## src/cnn_dims_pkg.sv

```systemverilog
`default_nettype none

package cnn_dims_pkg;

    // ====================
    // network geometry
    // ====================
    localparam int KSIZE  = 3;
    localparam int NCH    = 2;
    localparam int NCLASS = 4;
    localparam int POOL   = 2;

    // default frame size
    localparam int DEF_IMG_W = 8;
    localparam int DEF_IMG_H = 8;

    // ====================
    // data widths
    // ====================
    localparam int PIX_BW       = 8;
    localparam int W_BW         = 8;
    localparam int B_BW         = 16;
    localparam int CONV_ACC_BW  = 20;
    localparam int DENSE_ACC_BW = 24;

    // right shift applied after relu
    localparam int REQ_SHIFT = 6;

    // weight counts, dense assumes 9 pooled positions
    localparam int CONV_NW  = NCH * KSIZE * KSIZE;
    localparam int DENSE_NW = NCLASS * NCH * 9;

    typedef logic        [PIX_BW-1:0] pix_t;
    typedef logic signed [W_BW-1:0]   wgt_t;
    typedef logic signed [B_BW-1:0]   bias_t;

endpackage

`default_nettype wire

```

## src/cnn_bus_pkg.sv

```systemverilog
`default_nettype none

package cnn_bus_pkg;
    import cnn_dims_pkg::*;

    // ====================
    // apb
    // ====================
    typedef struct packed {
        logic        psel;
        logic        penable;
        logic        pwrite;
        logic [7:0]  paddr;
        logic [31:0] pwdata;
    } apb_req_t;

    typedef struct packed {
        logic        pready;
        logic        pslverr;
        logic [31:0] prdata;
    } apb_rsp_t;

    // bias sits in the low half
    typedef struct packed {
        logic [31-B_BW:0] unused;
        bias_t            b;
    } bias_word_t;

    // one register word, four weights or one bias
    typedef union packed {
        wgt_t [3:0] w;
        bias_word_t bias;
    } param_word_u;

    // word address map
    localparam logic [7:0] ADDR_CONV_W   = 8'd0;
    localparam logic [7:0] ADDR_CONV_B   = 8'd8;
    localparam logic [7:0] ADDR_DENSE_W  = 8'd16;
    localparam logic [7:0] ADDR_DENSE_B  = 8'd40;
    localparam logic [7:0] CONV_W_WORDS  = 8'((CONV_NW + 3) / 4);
    localparam logic [7:0] DENSE_W_WORDS = 8'((DENSE_NW + 3) / 4);

    // ====================
    // pixel streams
    // ====================
    typedef struct packed {
        logic                   valid;
        pix_t [KSIZE*KSIZE-1:0] px;
    } win_t;

    typedef struct packed {
        logic           valid;
        pix_t [NCH-1:0] ch;
    } fmap_t;

    typedef struct packed {
        logic [$clog2(NCLASS)-1:0]      cls;
        logic signed [DENSE_ACC_BW-1:0] score;
    } result_t;

endpackage

`default_nettype wire

```

## src/window_feeder.sv

```systemverilog
`default_nettype none
`timescale 1ns/1ps

module window_feeder
    import cnn_dims_pkg::*;
    import cnn_bus_pkg::*;
#(
    parameter int IMG_W = DEF_IMG_W,
    parameter int IMG_H = DEF_IMG_H
) (
    input  wire       clk,
    input  wire       reset_n,
    input  wire       i_pix_valid,
    input  wire pix_t i_pix,
    output win_t      o_win
);
    localparam int CW = $clog2(IMG_W);
    localparam int RW = $clog2(IMG_H);

    logic [CW-1:0]          col;
    logic [RW-1:0]          row;
    pix_t                   lb_mid [IMG_W];
    pix_t                   lb_top [IMG_W];
    pix_t [KSIZE*KSIZE-1:0] win_px;
    logic                   win_vld;

    // ====================
    // raster position
    // ====================
    always_ff @(posedge clk or negedge reset_n) begin
        if (!reset_n) begin
            col     <= '0;
            row     <= '0;
            win_vld <= 1'b0;
        end else begin
            // full neighborhood once two rows and two columns are behind
            win_vld <= i_pix_valid && (col >= CW'(KSIZE - 1)) && (row >= RW'(KSIZE - 1));
            if (i_pix_valid) begin
                if (col == CW'(IMG_W - 1)) begin
                    col <= '0;
                    row <= (row == RW'(IMG_H - 1)) ? '0 : row + 1'b1;
                end else begin
                    col <= col + 1'b1;
                end
            end
        end
    end

    // two previous rows, one entry per column
    always_ff @(posedge clk or negedge reset_n) begin
        if (!reset_n) begin
            for (int i = 0; i < IMG_W; i++) begin
                lb_mid[i] <= '0;
                lb_top[i] <= '0;
            end
        end else if (i_pix_valid) begin
            lb_top[col] <= lb_mid[col];
            lb_mid[col] <= i_pix;
        end
    end

    // shift window left, new column enters on the right
    always_ff @(posedge clk) begin
        if (i_pix_valid) begin
            for (int r = 0; r < KSIZE; r++) begin
                for (int k = 0; k < KSIZE - 1; k++) begin
                    win_px[r*KSIZE + k] <= win_px[r*KSIZE + k + 1];
                end
            end
            win_px[KSIZE - 1]       <= lb_top[col];
            win_px[2*KSIZE - 1]     <= lb_mid[col];
            win_px[KSIZE*KSIZE - 1] <= i_pix;
        end
    end

    assign o_win = {win_vld, win_px};

endmodule

`default_nettype wire

```

## config.mk

```make
export PLATFORM = sky130hd
export DESIGN_NAME = window_feeder
export DESIGN_NICKNAME = d
export VERILOG_FILES = /design/src/cnn_dims_pkg.sv /design/src/cnn_bus_pkg.sv /design/src/window_feeder.sv
export SDC_FILE = /design/constraint.sdc
export NUM_CORES = 1
export LEC_CHECK = 0
export ABC_AREA = 1
export BUFFER_PORTS_ARGS = -buffer_cell sky130_fd_sc_hd__buf_2
export CAP_MARGIN = 40
export CORE_ASPECT_RATIO = 0.5
export CORE_MARGIN = 5
export CORE_UTILIZATION = 45
export CTS_CLUSTER_DIAMETER = 200
export DETAILED_ROUTE_END_ITERATION = 12
export PLACE_DENSITY = 0.71
export SLEW_MARGIN = 20
export SYNTH_ARGS = -nofsm -noshare
export SYNTH_HDL_FRONTEND = slang
export SYNTH_SLANG_ARGS = --single-unit
```

## constraint.sdc

```tcl
create_clock -name clk -period 1.93 [get_ports clk]
set_input_delay 0.386 -clock clk [delete_from_list [all_inputs] [get_ports clk]]
set_output_delay 0.386 -clock clk [all_outputs]
set_load 0.03 [all_outputs]
```

==> out/summary.txt <==
status - finished clean
reg2reg setup slack - 0.1 ns
Synth area leader - dfrtp_1
Hold Path Depth - 1
number of buffers created by CTS - 20
sequential area share after synthesis - 64.51%
die area - 0.02212 mm2
time the worst path needs with I/O delays and setup - 1.832 ns
worst reg2reg startpoint - col[0]$_DFFE_PN0P_
commonest non-fill, non-tap cells in the layout - nand2_1 (301), dfrtp_1 (133), o21ai_0 (102)
Crit path arrival time - 2.08 ns
Setup violations, final - 0
DR pass1 iterations - 5
Area growth syn-to-layout - 18.36%
initial cell density of the core - 46.25%
RSZ-0062 raised after global routing - false
worst clock skew - 0.01319 ns
Final Slew Violations - 0
Synth Area per Inst - 9.682 um2
Hold Path Origin - i_pix[0]
Netlist cell types - 27
largest family of logic cells by synthesized area - simple AND/OR/NAND/NOR gates
final setup TNS - 0 ns
post-synthesis adder-cell area fraction - 0.8741%
# H-tree levels - 1
post-synthesis mux area share - 0.1311%
Leak - 4.972 nW
placed insts - 1224
clk buf depth - 3
worst rel slew slack - 70.38%
Final HPWL DP - 14740 um
Tcrit/Tclk final - 94.94%
CTS sink cnt - 207
drt initial violations - 552
HP Class - primary input to register
CP required - 2.17 ns
Net Count, Synth - 904
XOR/XNOR Fraction of Synth Area - 0%
Peak VDD IR - 0.6847 mV
Worst Setup End Kind - register
CTS tree - built
cell area power density - 1702 mW/mm2
Yosys reg bits - 207
IO Pins - 84
worst skew pair latency - 0.50 ns
total congestion overflow - 0
routed via count - 6643
final hold vios - 0
CTS Root Cell - clkbuf_16
max-cap violations - 0
vias per inst - 5.272
Max Clk Rate - 545.7 MHz
Die X - 205.4 um
compound-gate portion of the synthesized area - 9.207%
CP Launch Type - register
first-pass GRT wire length - 35570 um
CTS clk-pin slew, worst paths - 0.07 ns
vias in the first global route - 6380
post-layout utilization of the core - 54.74%
Overall Global Routing Usage - 20.61%
final WL - 22420 um
Core ar. - 0.01857 mm2
Setup CP Type - register to register
row count - 35
Synth Instances - 887
synth top area cells - dfrtp_1 (39%), edfxtp_1 (25%), nand2_1 (13%)
Die Y - 107.7 um
hold worst-path end - o_win[64]$_DFFE_PP_
I/O Buffers - 83
remaining antenna violation count - 0
Ant. Diodes - 0
simple-gate share of the synthesized area - 20.13%
Non-Filler Instances - 1260
worst-path fanout max - 32
final net count - 1005
DRC - 0
GPL Wtd Cong - 0.9090
DR WL/cell - 17.79 um
top cell type's share of synthesized area - 39.34%
worst-margin pin slew - 0.4433 ns
worst flop-to-flop path endpoint - o_win[44]$_DFFE_PP_
Ys Warns - 0
most common cell after layout, fill and taps aside - nand2_1
largest net degree at the start of global routing - 53
share of layout cells above drive strength 1 - 17.28%
initial antenna violation count - 0
total power draw - 17.31 mW
Mapped Area - 0.008588 mm2
R2R depth - 5
[synthesized netlist by cell type]
master    instances
clkbuf_1          8
a21oi_1           2
nor2_4            4
buf_4             3
inv_1            64
or2_1             7
o21ai_0         102
o21ai_1          42
nand3_1          41
buf_6             1
ha_1              6
o211ai_1          4
edfxtp_1         72
nand4_1           4
buf_2            20
nor3_1            1
inv_2             9
dfrtp_1         135
mux2_2            1
nand3b_1          4
nand2_2           6
o21a_1            4
nor2_2            3
nand3_2           5
nand2_1         301
nor2_1           37
clkinv_1          1
[flip-flops by register name, summed over array words and instances (netlist names)]
signal   cells
col          3
row          3
lb_top      64
o_win       72
lb_mid      64
win_vld      1
[layout make-up]
cell class	count	area [um2]
clock buffer	26	544.3
clock inverter	9	126.4
fill	1673	8403
inverter	74	277.8
multi-input combinational	574	2616
sequential	207	5543
tap	259	324.1
timing repair buffer	111	733.2
[critical path, stage by stage (launching register included)]
cell     delay [ns]
dfrtp_2        0.38
buf_4          0.34
nand2_1        0.10
nand3_1        0.09
nand3_1        0.29
or2_1          0.35
[what timing repair did]
item / in CTS / in global routing
resized for setup: 0 / 4
endpoints found under the hold margin: 25 / 0
hold buffers: 1 / 0
setup endpoints to repair: 0 / 10
setup buffers: 0 / 0
[per-stage QoR]
stage / area [um2] / setup WS [ns] / hold WS (ns)
floorplan: 8588 / 0.3668 / 0.09041
global placement: 9473 / 0.1107 / 0.3547
detailed placement: 9473 / 0.07715 / 0.3559
CTS: 10150 / 0.06569 / 0.06957
global route: 10160 / 0.01374 / 0.07732
finish: 10160 / 0.09758 / 0.07895
[report_power, final]
group          switching [mW]  total, mW  internal (mW)
clock network            1.65       4.05           2.40
logic                    4.20       5.98           1.78
registers               0.897       7.27           6.38
[worst max path at each step]
stage | start | endpoint | depth (start not counted)
floorplan | col[0]$_DFFE_PN0P_ | o_win[41]$_DFFE_PP_ | 7
global placement | col[1]$_DFFE_PN0P_ | o_win[43]$_DFFE_PP_ | 5
detailed placement | col[1]$_DFFE_PN0P_ | o_win[43]$_DFFE_PP_ | 5
CTS | col[1]$_DFFE_PN0P_ | o_win[43]$_DFFE_PP_ | 5
global route | col[0]$_DFFE_PN0P_ | o_win[44]$_DFFE_PP_ | 6
finish | col[0]$_DFFE_PN0P_ | o_win[44]$_DFFE_PP_ | 5
[kinds of logic after synthesis]
group,after synthesis
AOI/OAI and AO/OA,154
adders and majority gates,6
buffers and inverters,106
DFF,207
muxes,1
and+or+nand+nor,413
[per-layer routing]
metal	wire (um)	share of wire (%)	GRT usage (%)
met1	9805	44	28.52
met3	1990	8.9	4.967
met4	700	3.1	7.307
met5	0	0	0
met2	9924	44	32.00
Power figures use the tool's default switching activity.
