### config.mk
export PLATFORM = sky130hd
export DESIGN_NAME = max_pool
export DESIGN_NICKNAME = d
export VERILOG_FILES = /design/src/cnn_dims_pkg.sv /design/src/cnn_bus_pkg.sv /design/src/max_pool.sv
export SDC_FILE = /design/constraint.sdc
export NUM_CORES = 1
export LEC_CHECK = 0
export BUFFER_PORTS_ARGS = -buffer_cell sky130_fd_sc_hd__buf_2
export CORE_MARGIN = 5
export CORE_UTILIZATION = 45
export DETAILED_ROUTE_END_ITERATION = 8
export PLACE_DENSITY = 0.76
export SLEW_MARGIN = 10
export SYNTH_ARGS = -nofsm -noshare
export SYNTH_HDL_FRONTEND = slang
export SYNTH_SLANG_ARGS = --single-unit
### constraint.sdc
create_clock -name clk -period 3.4 [get_ports clk]
set_input_delay 0.85 -clock clk [delete_from_list [all_inputs] [get_ports clk]]
set_output_delay 0.85 -clock clk [all_outputs]
set_load 0.05 [all_outputs]
### src/cnn_dims_pkg.sv
`default_nettype none

package cnn_dims_pkg;

    // ====================
    // network geometry
    // ====================
    localparam int KSIZE  = 3;
    localparam int NCH    = 2;
    localparam int NCLASS = 4;
    localparam int POOL   = 2;

    // default frame size
    localparam int DEF_IMG_W = 8;
    localparam int DEF_IMG_H = 8;

    // ====================
    // data widths
    // ====================
    localparam int PIX_BW       = 8;
    localparam int W_BW         = 8;
    localparam int B_BW         = 16;
    localparam int CONV_ACC_BW  = 20;
    localparam int DENSE_ACC_BW = 24;

    // right shift applied after relu
    localparam int REQ_SHIFT = 6;

    // weight counts, dense assumes 9 pooled positions
    localparam int CONV_NW  = NCH * KSIZE * KSIZE;
    localparam int DENSE_NW = NCLASS * NCH * 9;

    typedef logic        [PIX_BW-1:0] pix_t;
    typedef logic signed [W_BW-1:0]   wgt_t;
    typedef logic signed [B_BW-1:0]   bias_t;

endpackage

`default_nettype wire

### src/cnn_bus_pkg.sv
`default_nettype none

package cnn_bus_pkg;
    import cnn_dims_pkg::*;

    // ====================
    // apb
    // ====================
    typedef struct packed {
        logic        psel;
        logic        penable;
        logic        pwrite;
        logic [7:0]  paddr;
        logic [31:0] pwdata;
    } apb_req_t;

    typedef struct packed {
        logic        pready;
        logic        pslverr;
        logic [31:0] prdata;
    } apb_rsp_t;

    // bias sits in the low half
    typedef struct packed {
        logic [31-B_BW:0] unused;
        bias_t            b;
    } bias_word_t;

    // one register word, four weights or one bias
    typedef union packed {
        wgt_t [3:0] w;
        bias_word_t bias;
    } param_word_u;

    // word address map
    localparam logic [7:0] ADDR_CONV_W   = 8'd0;
    localparam logic [7:0] ADDR_CONV_B   = 8'd8;
    localparam logic [7:0] ADDR_DENSE_W  = 8'd16;
    localparam logic [7:0] ADDR_DENSE_B  = 8'd40;
    localparam logic [7:0] CONV_W_WORDS  = 8'((CONV_NW + 3) / 4);
    localparam logic [7:0] DENSE_W_WORDS = 8'((DENSE_NW + 3) / 4);

    // ====================
    // pixel streams
    // ====================
    typedef struct packed {
        logic                   valid;
        pix_t [KSIZE*KSIZE-1:0] px;
    } win_t;

    typedef struct packed {
        logic           valid;
        pix_t [NCH-1:0] ch;
    } fmap_t;

    typedef struct packed {
        logic [$clog2(NCLASS)-1:0]      cls;
        logic signed [DENSE_ACC_BW-1:0] score;
    } result_t;

endpackage

`default_nettype wire

### src/max_pool.sv
`default_nettype none
`timescale 1ns/1ps

module max_pool
    import cnn_dims_pkg::*;
    import cnn_bus_pkg::*;
#(
    parameter int IMG_W = DEF_IMG_W,
    parameter int IMG_H = DEF_IMG_H
) (
    input  wire        clk,
    input  wire        reset_n,
    input  wire fmap_t i_fmap,
    output fmap_t      o_fmap
);
    // convolution output size
    localparam int OW = IMG_W - KSIZE + 1;
    localparam int OH = IMG_H - KSIZE + 1;
    localparam int HW = OW / POOL;
    localparam int CW = $clog2(OW);
    localparam int RW = $clog2(OH);

    logic [CW-1:0]  col;
    logic [RW-1:0]  row;
    pix_t [NCH-1:0] prev;
    pix_t [NCH-1:0] pair;
    pix_t [NCH-1:0] hbuf [HW];
    pix_t [NCH-1:0] out_q;
    logic           out_vld;

    function automatic pix_t max2(input pix_t a, input pix_t b);
        return (a > b) ? a : b;
    endfunction

    // horizontal max of the current column pair
    always_comb begin
        for (int c = 0; c < NCH; c++) begin
            pair[c] = max2(prev[c], i_fmap.ch[c]);
        end
    end

    // ====================
    // position in the map
    // ====================
    always_ff @(posedge clk or negedge reset_n) begin
        if (!reset_n) begin
            col     <= '0;
            row     <= '0;
            out_vld <= 1'b0;
        end else begin
            out_vld <= i_fmap.valid && col[0] && row[0];
            if (i_fmap.valid) begin
                if (col == CW'(OW - 1)) begin
                    col <= '0;
                    row <= (row == RW'(OH - 1)) ? '0 : row + 1'b1;
                end else begin
                    col <= col + 1'b1;
                end
            end
        end
    end

    // even row fills the half-row buffer, odd row finishes the block
    always_ff @(posedge clk) begin
        if (i_fmap.valid) begin
            if (!col[0]) begin
                prev <= i_fmap.ch;
            end else if (!row[0]) begin
                hbuf[col / POOL] <= pair;
            end else begin
                for (int c = 0; c < NCH; c++) begin
                    out_q[c] <= max2(hbuf[col / POOL][c], pair[c]);
                end
            end
        end
    end

    assign o_fmap = {out_vld, out_q};

endmodule

`default_nettype wire

==> flow_metrics.tcl <==
set metrics [dict create \
    coreArea_um2 9640 \
    cap_violations 0 \
    insertion_delay_ps 360 \
    hold_violations 0 \
    worstPathArrival_ps 3770 \
    max_freq_mhz 277 \
    final_net_count 538 \
    grt_antenna_before_repair 0 \
    worst_pin_slew_ps 820 \
    slowest_stage "a221o_1" \
    cp-start-kind "input port" \
    dieHeight_um 109 \
    ys_async_sr_fraction_pct 5.88 \
    setup-tns-final_ps -1130 \
    synth_ff_type "edfxtp_1" \
    irDropWorstVdd_v 0.000349 \
    synthTopCellsByArea "edfxtp_1 (55%), ha_1 (9.1%), mux2i_1 (3.7%)" \
    hold_path_class "input port to async pin" \
    setup_viol 16 \
    grt_pass1_wl_um 16500 \
    vias 3399 \
    yosys.area.top_type_share_pct 54.8 \
    skew_ps 11.2 \
    drc 0 \
    top_usage_layer "met2" \
    relSlewSlack_pct 45.3 \
    wl_per_cell_um 18.1 \
    cts_made_buffers 9 \
    rsz0062_at_grt "yes" \
    yosysWarnings 0 \
    htreeDepth 3 \
    syn_to_final_growth_pct 42.9 \
    critPathMaxStageDelay_ps 360 \
    cellLeakagePower_nw 2.47 \
    drt_iter0_markers 194 \
    diodes 0 \
    die-area_um2 11800 \
    ys_types 44 \
    path_clk_slew_ps 90 \
    path_class "input port to flop" \
    vias_per_cell 5.44 \
    syn_area_um2 4390 \
    cts_tree "done" \
    synth_edf_count 80 \
    cts.sinks 85 \
    grt_use_met3_pct 2.96 \
    cp_common_cell "buf_6" \
    drive_gt1_share_pct 49.4 \
    drt-pass1-iter-count 4 \
    maxSlewViolCount 0 \
    yosysTopAreaCell "edfxtp_1" \
    fin_crit_sh_pct 106 \
    min_period_ps 3610 \
    start_util_pct 45.5 \
    grt_use_met1_pct 22.4 \
    seq_area_frac_synth_pct 57.6 \
    synth_seq_cells 85 \
    cp_cell_sequence "buf_2 -> inv_2 -> ha_4 -> nand4_1 -> buf_6 -> nor2_4 -> a211o_4 -> a21bo_4 -> and2_1 -> ha_1 -> and3_4 -> a221o_1 -> a22oi_4 -> buf_6 -> nor2_2 -> a31oi_1" \
    ant_nets 0 \
    violations "negative setup slack" \
    grt_overflow 0 \
    rows 36 \
    crit_path_end_kind "flop" \
    status "complete, but fails checks" \
    place.gp.congestion 0.788 \
    grt_pass1_vias 3449 \
    ios 36 \
    dpl_worst_slack_ps -535 \
    synthCells 356 \
    fp.dieW_um 109 \
    postCtsHoldBufs 0 \
    use_met2_pct 31.2 \
    root_buffer "clkbuf_8" \
    syn_nets 407 \
    cts_buffer_depth 2 \
    numPortBuffers 35 \
    avgSynthCellArea_um2 12.3 \
    fin_ws_ps -206 \
    grtUsageTotal_pct 18.0 \
    drt_wl_total_um 11300 \
    crit_fanout 7 \
    power_density_nw_per_um2 816 \
    grt_max_degree 26 \
    critical_path_required_ps 3570 \
    dp_hpwl_um 6550 \
]
registers in the layout, indices dropped and copies added (netlist names):
register  count
out_vld       1
o_fmap       16
hbuf         48
col           3
row           1
prev         16
repair_timing:
item,CTS,global route
gates resized for setup,28,55
pin swaps,18,30
endpoints found under the hold margin,0,0
cloned,1,1
setup buffers,10,5
setup endpoints to repair,16,16
cells by family after synthesis:
| logic type | count (synthesis) | synth area share (%) |
|---|---|---|
| compound gates | 75 | 12.4 |
| xor+xnor | 2 | 0.399 |
| fa+ha+maj | 32 | 9.13 |
| buf+inv | 32 | 3.59 |
| flops | 85 | 57.6 |
| mux | 16 | 3.65 |
| simple gates | 114 | 13.2 |
cells in the mapped netlist (all sizes together) (2+ instances only):
cell    number
edfxtp      80
nand2       38
ha          32
o21ai       21
nand3       20
inv         18
mux2i       16
a31oi       15
and2        15
a21bo       14
nor2        13
a21oi       11
buf         10
nor3         8
dfrtp        5
nand4        5
a21o         4
clkbuf       4
nor2b        4
and4         3
a211oi       2
o211ai       2
report_power, final:
group	total, mW	switching [mW]	internal, mW
registers	1.62	0.159	1.46
logic	2.77	1.50	1.27
clock network	0.730	0.383	0.347
total	5.12	2.04	3.08
final timing paths:
kind / start / endpoint / slack [ps] / cells after the start
max: i_fmap[7] / o_fmap[7] / -210 / 16
min: reset_n / col[2] / 300 / 1
max reg2reg: prev[1] / o_fmap[7] / -70 / 13
min reg2reg: col[0] / col[0] / 570 / 1
max in group asynchronous: reset_n / row[0] / 2970 / 1
min in group clk: col[0] / col[0] / 570 / 1
placed cells by master, fill, tap and decap left out, drive strengths merged, types with 2 or more instances in the layout:
cell / n
a21bo: 14
clkinvlp: 2
dfrtp: 5
nand4: 5
and4: 3
a211o: 2
ha: 32
and2: 15
clkbuf: 10
inv: 20
o211ai: 2
mux2i: 16
nand2: 39
nor2: 13
nor3: 8
edfxtp: 80
buf: 132
o21ai: 21
a21oi: 11
nor2b: 4
a211oi: 2
nand3: 20
a31oi: 15
a21o: 4
metal layers:
metal  up-vias  part of all wire, %
met5         -                    0
met4         0                  2.4
met3        26                  4.9
met2        96                   52
met1      1672                   41
li1       1605                    -
layout make-up:
cell class / count / area (um2)
Fill cell: 675 / 3370
Sequential cell: 85 / 2530
Multi-Input combinational cell: 241 / 2300
Timing Repair Buffer: 132 / 990
Tap cell: 133 / 166
Clock buffer: 10 / 128
Inverter: 18 / 87.6
Clock inverter: 6 / 71.3
worst max-delay path, delay by kind of cell:
family	cells	cell delay, ps
AO/OA/AOI/OAI	5	1360
buffers and inverters	4	510
AND/OR/NAND/NOR	5	550
adder cells (fa/ha/maj)	2	510
stage by stage:
stage                     hold WS [ps]  power [mW]  cell area, um2  utilization, %  cells
after global placement             527        3.63            5480            56.9    592
after global routing               298        5.40            6270            65.0    625
after floorplan                    501        3.05            4610               -    356
after detailed placement           558        3.73            5480            56.9    592
final                              296        5.12            6270            65.0    625
after CTS                          294        4.63            5940            61.6    619
No activity file was read; power rests on OpenSTA's default activity.
