[src/cnn_dims_pkg.sv]
`default_nettype none

package cnn_dims_pkg;

    // ====================
    // network geometry
    // ====================
    localparam int KSIZE  = 3;
    localparam int NCH    = 2;
    localparam int NCLASS = 4;
    localparam int POOL   = 2;

    // default frame size
    localparam int DEF_IMG_W = 8;
    localparam int DEF_IMG_H = 8;

    // ====================
    // data widths
    // ====================
    localparam int PIX_BW       = 8;
    localparam int W_BW         = 8;
    localparam int B_BW         = 16;
    localparam int CONV_ACC_BW  = 20;
    localparam int DENSE_ACC_BW = 24;

    // right shift applied after relu
    localparam int REQ_SHIFT = 6;

    // weight counts, dense assumes 9 pooled positions
    localparam int CONV_NW  = NCH * KSIZE * KSIZE;
    localparam int DENSE_NW = NCLASS * NCH * 9;

    typedef logic        [PIX_BW-1:0] pix_t;
    typedef logic signed [W_BW-1:0]   wgt_t;
    typedef logic signed [B_BW-1:0]   bias_t;

endpackage

`default_nettype wire

[src/cnn_bus_pkg.sv]
`default_nettype none

package cnn_bus_pkg;
    import cnn_dims_pkg::*;

    // ====================
    // apb
    // ====================
    typedef struct packed {
        logic        psel;
        logic        penable;
        logic        pwrite;
        logic [7:0]  paddr;
        logic [31:0] pwdata;
    } apb_req_t;

    typedef struct packed {
        logic        pready;
        logic        pslverr;
        logic [31:0] prdata;
    } apb_rsp_t;

    // bias sits in the low half
    typedef struct packed {
        logic [31-B_BW:0] unused;
        bias_t            b;
    } bias_word_t;

    // one register word, four weights or one bias
    typedef union packed {
        wgt_t [3:0] w;
        bias_word_t bias;
    } param_word_u;

    // word address map
    localparam logic [7:0] ADDR_CONV_W   = 8'd0;
    localparam logic [7:0] ADDR_CONV_B   = 8'd8;
    localparam logic [7:0] ADDR_DENSE_W  = 8'd16;
    localparam logic [7:0] ADDR_DENSE_B  = 8'd40;
    localparam logic [7:0] CONV_W_WORDS  = 8'((CONV_NW + 3) / 4);
    localparam logic [7:0] DENSE_W_WORDS = 8'((DENSE_NW + 3) / 4);

    // ====================
    // pixel streams
    // ====================
    typedef struct packed {
        logic                   valid;
        pix_t [KSIZE*KSIZE-1:0] px;
    } win_t;

    typedef struct packed {
        logic           valid;
        pix_t [NCH-1:0] ch;
    } fmap_t;

    typedef struct packed {
        logic [$clog2(NCLASS)-1:0]      cls;
        logic signed [DENSE_ACC_BW-1:0] score;
    } result_t;

endpackage

`default_nettype wire

[src/conv_core.sv]
`default_nettype none
`timescale 1ns/1ps

module conv_core
    import cnn_dims_pkg::*;
    import cnn_bus_pkg::*;
(
    input  wire                       clk,
    input  wire                       reset_n,
    input  wire win_t                 i_win,
    input  wire wgt_t  [CONV_NW-1:0]  i_weight,
    input  wire bias_t [NCH-1:0]      i_bias,
    output fmap_t                     o_fmap
);
    localparam int KN      = KSIZE * KSIZE;
    localparam int PROD_BW = PIX_BW + W_BW + 1;
    // smallest accumulator value that saturates after the shift
    localparam int SAT_LIM = (1 << PIX_BW) << REQ_SHIFT;

    logic signed [PROD_BW-1:0]     prod_q [NCH][KN];
    logic                          prod_vld;
    logic signed [CONV_ACC_BW-1:0] acc    [NCH];
    pix_t [NCH-1:0]                req;
    pix_t [NCH-1:0]                out_q;
    logic                          out_vld;

    // ====================
    // stage 1: products
    // ====================
    always_ff @(posedge clk) begin
        for (int c = 0; c < NCH; c++) begin
            for (int k = 0; k < KN; k++) begin
                // pixel is unsigned, widen before the signed multiply
                prod_q[c][k] <= $signed({1'b0, i_win.px[k]}) * i_weight[c*KN + k];
            end
        end
    end

    // ====================
    // stage 2: sum, relu, requantize
    // ====================
    always_comb begin
        for (int c = 0; c < NCH; c++) begin
            acc[c] = i_bias[c];
            for (int k = 0; k < KN; k++) begin
                acc[c] = acc[c] + prod_q[c][k];
            end
            if (acc[c] < 0) begin
                req[c] = '0;
            end else if (acc[c] >= SAT_LIM) begin
                req[c] = '1;
            end else begin
                req[c] = acc[c][REQ_SHIFT +: PIX_BW];
            end
        end
    end

    always_ff @(posedge clk) begin
        out_q <= req;
    end

    // valid follows the data through both stages
    always_ff @(posedge clk or negedge reset_n) begin
        if (!reset_n) begin
            prod_vld <= 1'b0;
            out_vld  <= 1'b0;
        end else begin
            prod_vld <= i_win.valid;
            out_vld  <= prod_vld;
        end
    end

    assign o_fmap = {out_vld, out_q};

endmodule

`default_nettype wire

[config.mk]
export PLATFORM = sky130hd
export DESIGN_NAME = conv_core
export DESIGN_NICKNAME = d
export VERILOG_FILES = /design/src/cnn_dims_pkg.sv /design/src/cnn_bus_pkg.sv /design/src/conv_core.sv
export SDC_FILE = /design/constraint.sdc
export NUM_CORES = 2
export LEC_CHECK = 0
export BUFFER_PORTS_ARGS = -buffer_cell sky130_fd_sc_hd__buf_2
export CAP_MARGIN = 20
export CORE_ASPECT_RATIO = 1.1
export CORE_MARGIN = 3
export CORE_UTILIZATION = 50
export DETAILED_ROUTE_END_ITERATION = 8
export GPL_TIMING_DRIVEN = 1
export PLACE_DENSITY = 0.77
export REMOVE_ABC_BUFFERS = 1
export SETUP_SLACK_MARGIN = 0.4
export SKIP_LAST_GASP = 1
export SLEW_MARGIN = 20
export SYNTH_ARGS = -nofsm -noshare
export SYNTH_HDL_FRONTEND = slang
export SYNTH_SLANG_ARGS = --single-unit
[constraint.sdc]
create_clock -name clk -period 8.65 [get_ports clk]
set_clock_uncertainty 0.15 [all_clocks]
set_input_delay 0.4325 -clock clk [delete_from_list [all_inputs] [get_ports clk]]
set_output_delay 0.4325 -clock clk [all_outputs]
set_load 0.1 [all_outputs]
==> impl_metrics.tcl <==
set metrics [dict create \
    outcome "completed" \
    worstPathArrival_ps 5880 \
    rsz0062_at_grt "no" \
    critPathCaptureType "flip-flop" \
    track_usage 0.251 \
    synth_compound_area_frac 0.0536 \
    synth-simple-area-share 0.147 \
    clkSinkCount 324 \
    post_cts_buffers 0 \
    pre_cts_slack_ps 2880 \
    async_flop_share 0.00617 \
    synth_top_cell_by_area "fa_1" \
    drv_slew 0 \
    worst-r2r-setup-slack_ps 3020 \
    drt_pass1_iterations 5 \
    layout_commonest_cell "inv_1" \
    nNetsFinal 7930 \
    cts.clk_slew.worst_paths_ps 60 \
    vias 38721 \
    final_antenna_net_count 0 \
    root_buffer "clkbuf_16" \
    yosysUniqueCellTypes 54 \
    finalCritPeriodShare 0.650 \
    yosys_warnings 0 \
    drt-total-wl_um 137000 \
    synth_ff_type "dfxtp_1" \
    boundaryPins 268 \
    most-common-layout-cells "inv_1 (1,326), fa_1 (942), ha_1 (820), and2_1 (643), nand2_1 (460)" \
    clk_latency_ps 560 \
    drcViolationCount 0 \
    cts_tree "built" \
    grt_start_max_net_pins 17 \
    fin_area_um2 57900 \
    area_growth_syn_to_layout_pct 7.60 \
    worstReg2RegStart "prod_q[0][35]$_DFF_P_" \
    layout-drive-gt1-share 0.0592 \
    die-area_um2 112000 \
    finalCriticalPeriod_ps 5630 \
    drt_iter0_drc 2214 \
    placed_cell_area_um2 56600 \
    netlist_top_cells_area "fa_1 (35%), ha_1 (19%), dfxtp_1 (12%)" \
    synthCells 5686 \
    overflow 0 \
    grt_pass1_vias 41695 \
    max_slew_margin 0.357 \
    worstPathMaxFanout 8 \
    path_class "flip-flop to flip-flop" \
    vias_per_cell 5.25 \
    cts_inserted_buffers 37 \
    critPathLaunch "prod_q[0][35]$_DFF_P_" \
    clk_path_buf_depth 3 \
    die_h_um 350 \
    synth_edf_count 0 \
    synth_xor_area_frac 0.0386 \
    core_um2 106000 \
    portBuffers 267 \
    ys_seq_area_frac 0.121 \
    r2r_end "o_fmap[4]$_SDFF_PN0_" \
    hold_class "primary input to flip-flop" \
    syn_area_um2 53800 \
    start_util 0.506 \
    synth-seq-cells 324 \
    grt_pass1_wl_um 221000 \
    startpoint_type "flip-flop" \
    cts_max_level 2 \
    utilization 0.545 \
    setup_slack_ps 3020 \
    post-synth-top-area-fraction 0.351 \
    worst_pin_slew_ps 950 \
    setup_viol 0 \
    rr_worst_depth 16 \
    wire_per_inst_um 18.6 \
    muxShareOfSynthArea 0.000558 \
    grt_antenna_before_repair 42 \
    dp_hpwl_um 118000 \
    setup-tns-final_ps 0 \
    rows 125 \
    fmax_mhz 178 \
    critPathCapture "o_fmap[4]$_SDFF_PN0_" \
    synth-adder-area-share 0.542 \
    routabilityCongestion 0.942 \
    synth_top_family_by_area "adder cells" \
    synth.avg_cell_area_um2 9.46 \
    dieWidth_um 319 \
    drv_cap 0 \
    finalHoldViolations 0 \
    critPathRequiredTime_ps 8900 \
]
## kinds of logic after synthesis
logic type                 count (synthesis)
DFF                                      324
xor gates and xnor gates                 237
muxes                                      3
adders and majority gates               1762
AOI/OAI and AO/OA                        437
buffers and inverters                   1404
and+or+nand+nor                         1519
## metrics by stage
stage / hold slack (ps) / cells
after floorplan: -13.1 / 5608
after global placement: 67.1 / 7272
after detailed placement: 70.4 / 7272
after CTS: 2.07 / 7342
after global routing: 41.3 / 7354
final: 31.6 / 7371
## critical path, cell delays in order (launching register included)
cell       delay (ps)
dfxtp_1           310
fa_1              610
inv_1             100
fa_1              500
fa_1              420
fa_1              520
inv_1              50
fa_1              480
ha_1              300
a211oi_1          300
o211ai_1          180
a221o_1           400
a21oi_1           160
a211oi_1           90
xor2_1            170
a2111oi_4         510
a41oi_1           190
## registers in the layout, summed over array words and instances (netlist names)
name and cells:
prod_vld 1, out_vld 1, prod_q 306, o_fmap 16
## worst min-delay path by stage
| stage | from | cells after the start | endpoint | slack (ps) |
|---|---|---|---|---|
| final | i_weight[128] | 2 | prod_q[1][17]$_DFF_P_ | 30 |
| after global routing | i_weight[128] | 2 | prod_q[1][17]$_DFF_P_ | 40 |
| after CTS | i_weight[128] | 2 | prod_q[1][17]$_DFF_P_ | 2 |
| after detailed placement | reset_n | 1 | prod_vld$_DFF_PN0_ | 70 |
| after global placement | reset_n | 1 | prod_vld$_DFF_PN0_ | 70 |
| after floorplan | reset_n | 0 | out_vld$_DFF_PN0_ | -10 |
## layer usage
metal	routed length [um]	up-vias	track usage
met3	9780	312	0.0485
met4	7740	28	0.120
li1	-	17777	-
met2	65800	1189	0.425
met1	53600	19415	0.309
met5	188	-	0
## cell type report
cell class,instances,area (um2)
Clock inverter,15,134
Timing Repair Buffer,270,1370
Multi-Input combinational cell,3958,42000
Tap cell,1397,1750
Inverter,1326,4980
Fill cell,9266,48300
Sequential cell,324,6500
Antenna cell,29,72.6
Clock buffer,52,1060
## repair_timing
| item | CTS | global route |
|---|---|---|
| endpoints found under the setup margin | 0 | 0 |
| endpoints found under the hold margin | 3 | 0 |
| resized for setup | 0 | 0 |
| hold buffers | 3 | 0 |
## Yosys cell counts, types with 6 or more instances
library cell	number
nor2_1	144
nand2b_1	111
a211oi_1	12
fa_1	942
nor2b_1	42
dfxtp_1	322
nand3_1	37
o21bai_1	18
a41oi_1	22
a21oi_1	155
o41ai_1	6
a21boi_0	7
o21a_1	36
ha_1	820
a41o_1	8
clkbuf_1	77
or2_2	8
or3_1	11
o21ai_0	55
o211ai_1	19
xnor2_1	198
a31o_2	15
nand2_1	460
nor3_1	48
a21o_1	57
inv_1	1326
and2_1	643
xor2_1	39
Power is left out: the tool's default activity adds up to more than one toggle a clock period on the data nets, which glitch-free logic cannot reach.
