File: src/cnn_dims_pkg.sv
`default_nettype none

package cnn_dims_pkg;

    // ====================
    // network geometry
    // ====================
    localparam int KSIZE  = 3;
    localparam int NCH    = 2;
    localparam int NCLASS = 4;
    localparam int POOL   = 2;

    // default frame size
    localparam int DEF_IMG_W = 8;
    localparam int DEF_IMG_H = 8;

    // ====================
    // data widths
    // ====================
    localparam int PIX_BW       = 8;
    localparam int W_BW         = 8;
    localparam int B_BW         = 16;
    localparam int CONV_ACC_BW  = 20;
    localparam int DENSE_ACC_BW = 24;

    // right shift applied after relu
    localparam int REQ_SHIFT = 6;

    // weight counts, dense assumes 9 pooled positions
    localparam int CONV_NW  = NCH * KSIZE * KSIZE;
    localparam int DENSE_NW = NCLASS * NCH * 9;

    typedef logic        [PIX_BW-1:0] pix_t;
    typedef logic signed [W_BW-1:0]   wgt_t;
    typedef logic signed [B_BW-1:0]   bias_t;

endpackage

`default_nettype wire

File: src/cnn_bus_pkg.sv
`default_nettype none

package cnn_bus_pkg;
    import cnn_dims_pkg::*;

    // ====================
    // apb
    // ====================
    typedef struct packed {
        logic        psel;
        logic        penable;
        logic        pwrite;
        logic [7:0]  paddr;
        logic [31:0] pwdata;
    } apb_req_t;

    typedef struct packed {
        logic        pready;
        logic        pslverr;
        logic [31:0] prdata;
    } apb_rsp_t;

    // bias sits in the low half
    typedef struct packed {
        logic [31-B_BW:0] unused;
        bias_t            b;
    } bias_word_t;

    // one register word, four weights or one bias
    typedef union packed {
        wgt_t [3:0] w;
        bias_word_t bias;
    } param_word_u;

    // word address map
    localparam logic [7:0] ADDR_CONV_W   = 8'd0;
    localparam logic [7:0] ADDR_CONV_B   = 8'd8;
    localparam logic [7:0] ADDR_DENSE_W  = 8'd16;
    localparam logic [7:0] ADDR_DENSE_B  = 8'd40;
    localparam logic [7:0] CONV_W_WORDS  = 8'((CONV_NW + 3) / 4);
    localparam logic [7:0] DENSE_W_WORDS = 8'((DENSE_NW + 3) / 4);

    // ====================
    // pixel streams
    // ====================
    typedef struct packed {
        logic                   valid;
        pix_t [KSIZE*KSIZE-1:0] px;
    } win_t;

    typedef struct packed {
        logic           valid;
        pix_t [NCH-1:0] ch;
    } fmap_t;

    typedef struct packed {
        logic [$clog2(NCLASS)-1:0]      cls;
        logic signed [DENSE_ACC_BW-1:0] score;
    } result_t;

endpackage

`default_nettype wire

File: src/dense_classifier.sv
`default_nettype none
`timescale 1ns/1ps

module dense_classifier
    import cnn_dims_pkg::*;
    import cnn_bus_pkg::*;
#(
    parameter int IMG_W = DEF_IMG_W,
    parameter int IMG_H = DEF_IMG_H
) (
    input  wire                        clk,
    input  wire                        reset_n,
    input  wire fmap_t                 i_fmap,
    input  wire wgt_t  [DENSE_NW-1:0]  i_weight,
    input  wire bias_t [NCLASS-1:0]    i_bias,
    output logic                       o_result_valid,
    output result_t                    o_result
);
    // pooled positions per frame
    localparam int NP     = ((IMG_W - KSIZE + 1) / POOL) * ((IMG_H - KSIZE + 1) / POOL);
    localparam int PW     = $clog2(NP);
    localparam int CLS_BW = $clog2(NCLASS);

    logic [PW-1:0]                  p_cnt;
    logic                           last;
    logic signed [DENSE_ACC_BW-1:0] acc    [NCLASS];
    logic signed [DENSE_ACC_BW-1:0] acc_nx [NCLASS];
    logic signed [DENSE_ACC_BW-1:0] fin    [NCLASS];
    logic [CLS_BW-1:0]              best_cls;
    logic signed [DENSE_ACC_BW-1:0] best_score;

    assign last = i_fmap.valid && (p_cnt == PW'(NP - 1));

    // ====================
    // accumulate and argmax
    // ====================
    always_comb begin
        for (int cl = 0; cl < NCLASS; cl++) begin
            acc_nx[cl] = acc[cl];
            for (int ch = 0; ch < NCH; ch++) begin
                acc_nx[cl] = acc_nx[cl] + $signed({1'b0, i_fmap.ch[ch]})
                           * i_weight[(cl*NCH + ch)*NP + p_cnt];
            end
            fin[cl] = acc_nx[cl] + i_bias[cl];
        end
        // strict compare keeps the lowest index on a tie
        best_cls   = '0;
        best_score = fin[0];
        for (int cl = 1; cl < NCLASS; cl++) begin
            if (fin[cl] > best_score) begin
                best_cls   = CLS_BW'(cl);
                best_score = fin[cl];
            end
        end
    end

    always_ff @(posedge clk or negedge reset_n) begin
        if (!reset_n) begin
            p_cnt          <= '0;
            o_result_valid <= 1'b0;
            for (int cl = 0; cl < NCLASS; cl++) begin
                acc[cl] <= '0;
            end
        end else begin
            o_result_valid <= last;
            if (i_fmap.valid) begin
                p_cnt <= last ? '0 : p_cnt + 1'b1;
                // clear at end of frame for the next one
                for (int cl = 0; cl < NCLASS; cl++) begin
                    acc[cl] <= last ? '0 : acc_nx[cl];
                end
            end
        end
    end

    always_ff @(posedge clk) begin
        if (last) begin
            o_result.cls   <= best_cls;
            o_result.score <= best_score;
        end
    end

endmodule

`default_nettype wire

File: config.mk
export PLATFORM = sky130hd
export DESIGN_NAME = dense_classifier
export DESIGN_NICKNAME = d
export VERILOG_FILES = /design/src/cnn_dims_pkg.sv /design/src/cnn_bus_pkg.sv /design/src/dense_classifier.sv
export SDC_FILE = /design/constraint.sdc
export NUM_CORES = 2
export LEC_CHECK = 0
export ABC_CLOCK_PERIOD_IN_PS = 17800
export BUFFER_PORTS_ARGS = -buffer_cell sky130_fd_sc_hd__buf_2
export CAP_MARGIN = 15
export CORE_ASPECT_RATIO = 0.5
export CORE_UTILIZATION = 27
export DETAILED_ROUTE_END_ITERATION = 10
export HOLD_SLACK_MARGIN = 0.02
export PLACE_DENSITY = 0.53
export SYNTH_ARGS = -nofsm -noshare
export SYNTH_HDL_FRONTEND = slang
export SYNTH_SLANG_ARGS = --single-unit
File: constraint.sdc
create_clock -name clk -period 17.8 [get_ports clk]
set_input_delay 3.56 -clock clk [delete_from_list [all_inputs] [get_ports clk]]
set_output_delay 3.56 -clock clk [all_outputs]
set_load 0.03 [all_outputs]
==> summary.md <==
| Metric | Value |
|---|---|
| Max Freq | 55.1 MHz |
| Fin nets | 8,033 |
| Critical Path Max Stage Delay | 0.60 ns |
| Gr ovfl total | 0 |
| Max-slew violations | 0 |
| Worst min path class | register to register |
| Synth top area share | a little under a quarter |
| Row cnt | 110 |
| Worst-Margin Slew | 1.19 ns |
| Status | complete, but fails checks |
| Register area | roughly 3300 sq um |
| Slew HR | 20.8% |
| Initial Utilization | 27.4% |
| Max-cap violations | 0 |
| Commonest non-fill, non-tap cell in the layout | buf_4 |
| Vias | 44,900 |
| DP Wirelength | 178 mm |
| CTS Sinks | 127 |
| TritonCTS Buffers | 17 |
| Die area | roughly 190,000 sq um |
| Post-synth EDFFs | 26 |
| Antenna Violating Nets Remaining | 0 |
| DRT Wirelength | 209 mm |
| Clock slew at reported path FFs | 0.08 ns |
| Clock skew | between 0.02 and 0.03 ns |
| Die span in y | between 300 and 400 um |
| Synth Cell Area | 49,500 sq um |
| Critical path arrival | ~18 ns |
| Startpoint types | primary input |
| Synth area leaders | mux4_2 (23%), fa_1 (19%), ha_1 (15%), inv_1 (6.0%), dfrtp_1 (5.1%) |
| IO Port Bufs | ~700 |
| Initial antenna violation count | 78 |
| Layout cells sized above 1 | 36.6% |
| Syn Inst Count | 5,022 |
| DRC viols | 0 |
| Core area | 181,000 sq um |
| Post-synth ARST share | 79.5% |
| Post-route setup slack | -0.360 ns |
| Hold buffer count at cts | 0 |
| Number of top-level pins | 686 |
| Total GRT Usage | 22.2% |
| Failing checks | negative setup slack |
| CP max FO | 8 |
| First-pass GRT wire length | 304 mm |
| Drt wl/cell | 23.7 um |
| Ys Warns | 0 |
| CTS tree | yes |
| Final setup fails | 25 |
| Max clock buf depth | 2 |
| Unrepaired setup endpoints after global routing | true |
| Most frequent cells in the layout | buf_4 (791), inv_1 (784), buf_2 (677) |
| First-pass DRT Iterations | 6 |
| CTS H-tree depth | 4 |
| Worst-skew pair later-pin latency | 0.50 ns |
| Gpl congestion | 0.944 |
| Clock root buffer | clkbuf_16 |
| CP required | 18.05 ns |
| Slowest-stage cell, CP | mux4_2 |
| Critical path class | primary input to register |
| Syn nets | 6,746 |
| Mean Syn Cell Area | 9.86 sq um |
| Post-synth top area cell | mux4_2 |
| Layout area overhead | 27.4% |
| Most common cell on crit path | a21oi_2 |
| Ys flop type | dfrtp_1 |
| Synth Register Bits | between 100 and 150 |
| CP Capture Type | register |
| Footprint of the multi-input gates | 43,100 sq um |
| Die W | 608 um |
| Period utilization | 102% |
| Post-layout util | 34.8% |
| Pin count of the biggest net entering global routing | 138 |
| Vias in the first global route | 44,900 |
| Fin. Hold Viols | 0 |
| Register area share after synthesis | 6.68% |
| Filler Cell Count | between 15,000 and 20,000 |
| DR iter-0 viols | 3,729 |
| Routed vias/inst | 5.11 |
| Netlist cell types | 84 |
| Tmin final | 18.16 ns |
[cell families after synthesis]
logic type	Yosys count	share of synthesized area, %
compound gates	759	9.88
flops	127	6.68
fa+ha+maj	1066	34.1
simple gates	1158	11.2
buf+inv	1046	7.97
mux	714	27.4
xor+xnor	152	2.73
[final timing paths]
path                                     from      endpoint  slack (ns)  cells past startpoint
worst max-delay path            i_weight[506]  o_result[16]       -0.36                     79
worst min-delay path                  acc[22]       acc[22]        0.51                      1
worst max register to register       p_cnt[1]  o_result[16]        0.66                     85
worst min register to register        acc[22]       acc[22]        0.51                      1
max in group asynchronous             reset_n      p_cnt[1]       13.22                      2
min in group asynchronous             reset_n       acc[52]        3.11                      1
[critical path, delay by kind of cell]
kind | cells | cell delay [ns]
xor+xnor | 2 | 0.25
simple gates | 16 | 1.97
compound gates | 37 | 5.36
mux | 5 | 2.28
fa+ha+maj | 12 | 4.05
buf+inv | 7 | 0.92
[cells in the mapped netlist, drive strengths merged, types with 67 or more instances]
cell / instances
inv: 798
ha: 589
mux4: 503
fa: 476
nand2: 411
nor2: 241
and2: 239
o21ai: 219
a21oi: 193
clkbuf: 165
mux2i: 123
xnor2: 105
dfrtp: 101
mux2: 88
buf: 81
a22o: 80
nor2b: 67
[routing by layer]
layer / global-route usage [%] / share of wire (%)
met1: 30.4 / 44
met2: 35.4 / 46
met3: 3.57 / 6.5
met4: 7.40 / 3.3
met5: 0 / 0.079
[through the flow]
stage | setup slack, ns | hold slack (ns) | instances | area, sq um | setup TNS (ns)
after floorplan | 0.00441 | 0.470 | 5022 | 49700 | 0
after global placement | -1.52 | 0.492 | 8661 | 61300 | -37.57
after detailed placement | -1.64 | 0.495 | 8661 | 61300 | -40.80
after CTS | -0.185 | 0.512 | 8713 | 62500 | -4.03
after global routing | -0.827 | 0.532 | 8774 | 63100 | -19.38
final | -0.360 | 0.514 | 8781 | 63100 | -6.97
[state kept, by name (all words and copies together), names as in the netlist]
| name | count |
|---|---|
| acc | 96 |
| o_result | 26 |
| o_result_valid | 1 |
| p_cnt | 4 |
[timing repair]
| item | 4_1_cts | 5_1_grt |
|---|---|---|
| cloned | 1 | 2 |
| gates resized for setup | 95 | 87 |
| endpoints found under the hold margin | 0 | 0 |
| setup buffers | 21 | 16 |
| pin swaps | 51 | 46 |
| endpoints found under the setup margin | 26 | 26 |
[cell type report]
type / count / area share (%)
multi-input cells: 3849 / 68.2
inverters: 800 / 4.76
diodes: 51 / 0.202
clock inverters: 15 / 0.262
well taps: 2408 / 4.77
flip-flops and latches: 127 / 5.26
repair buffers: 1514 / 15.8
clock buffers: 17 / 0.674
Power is not shown: default switching activity piles up to over one toggle a cycle in this logic, so the estimate is an artifact.
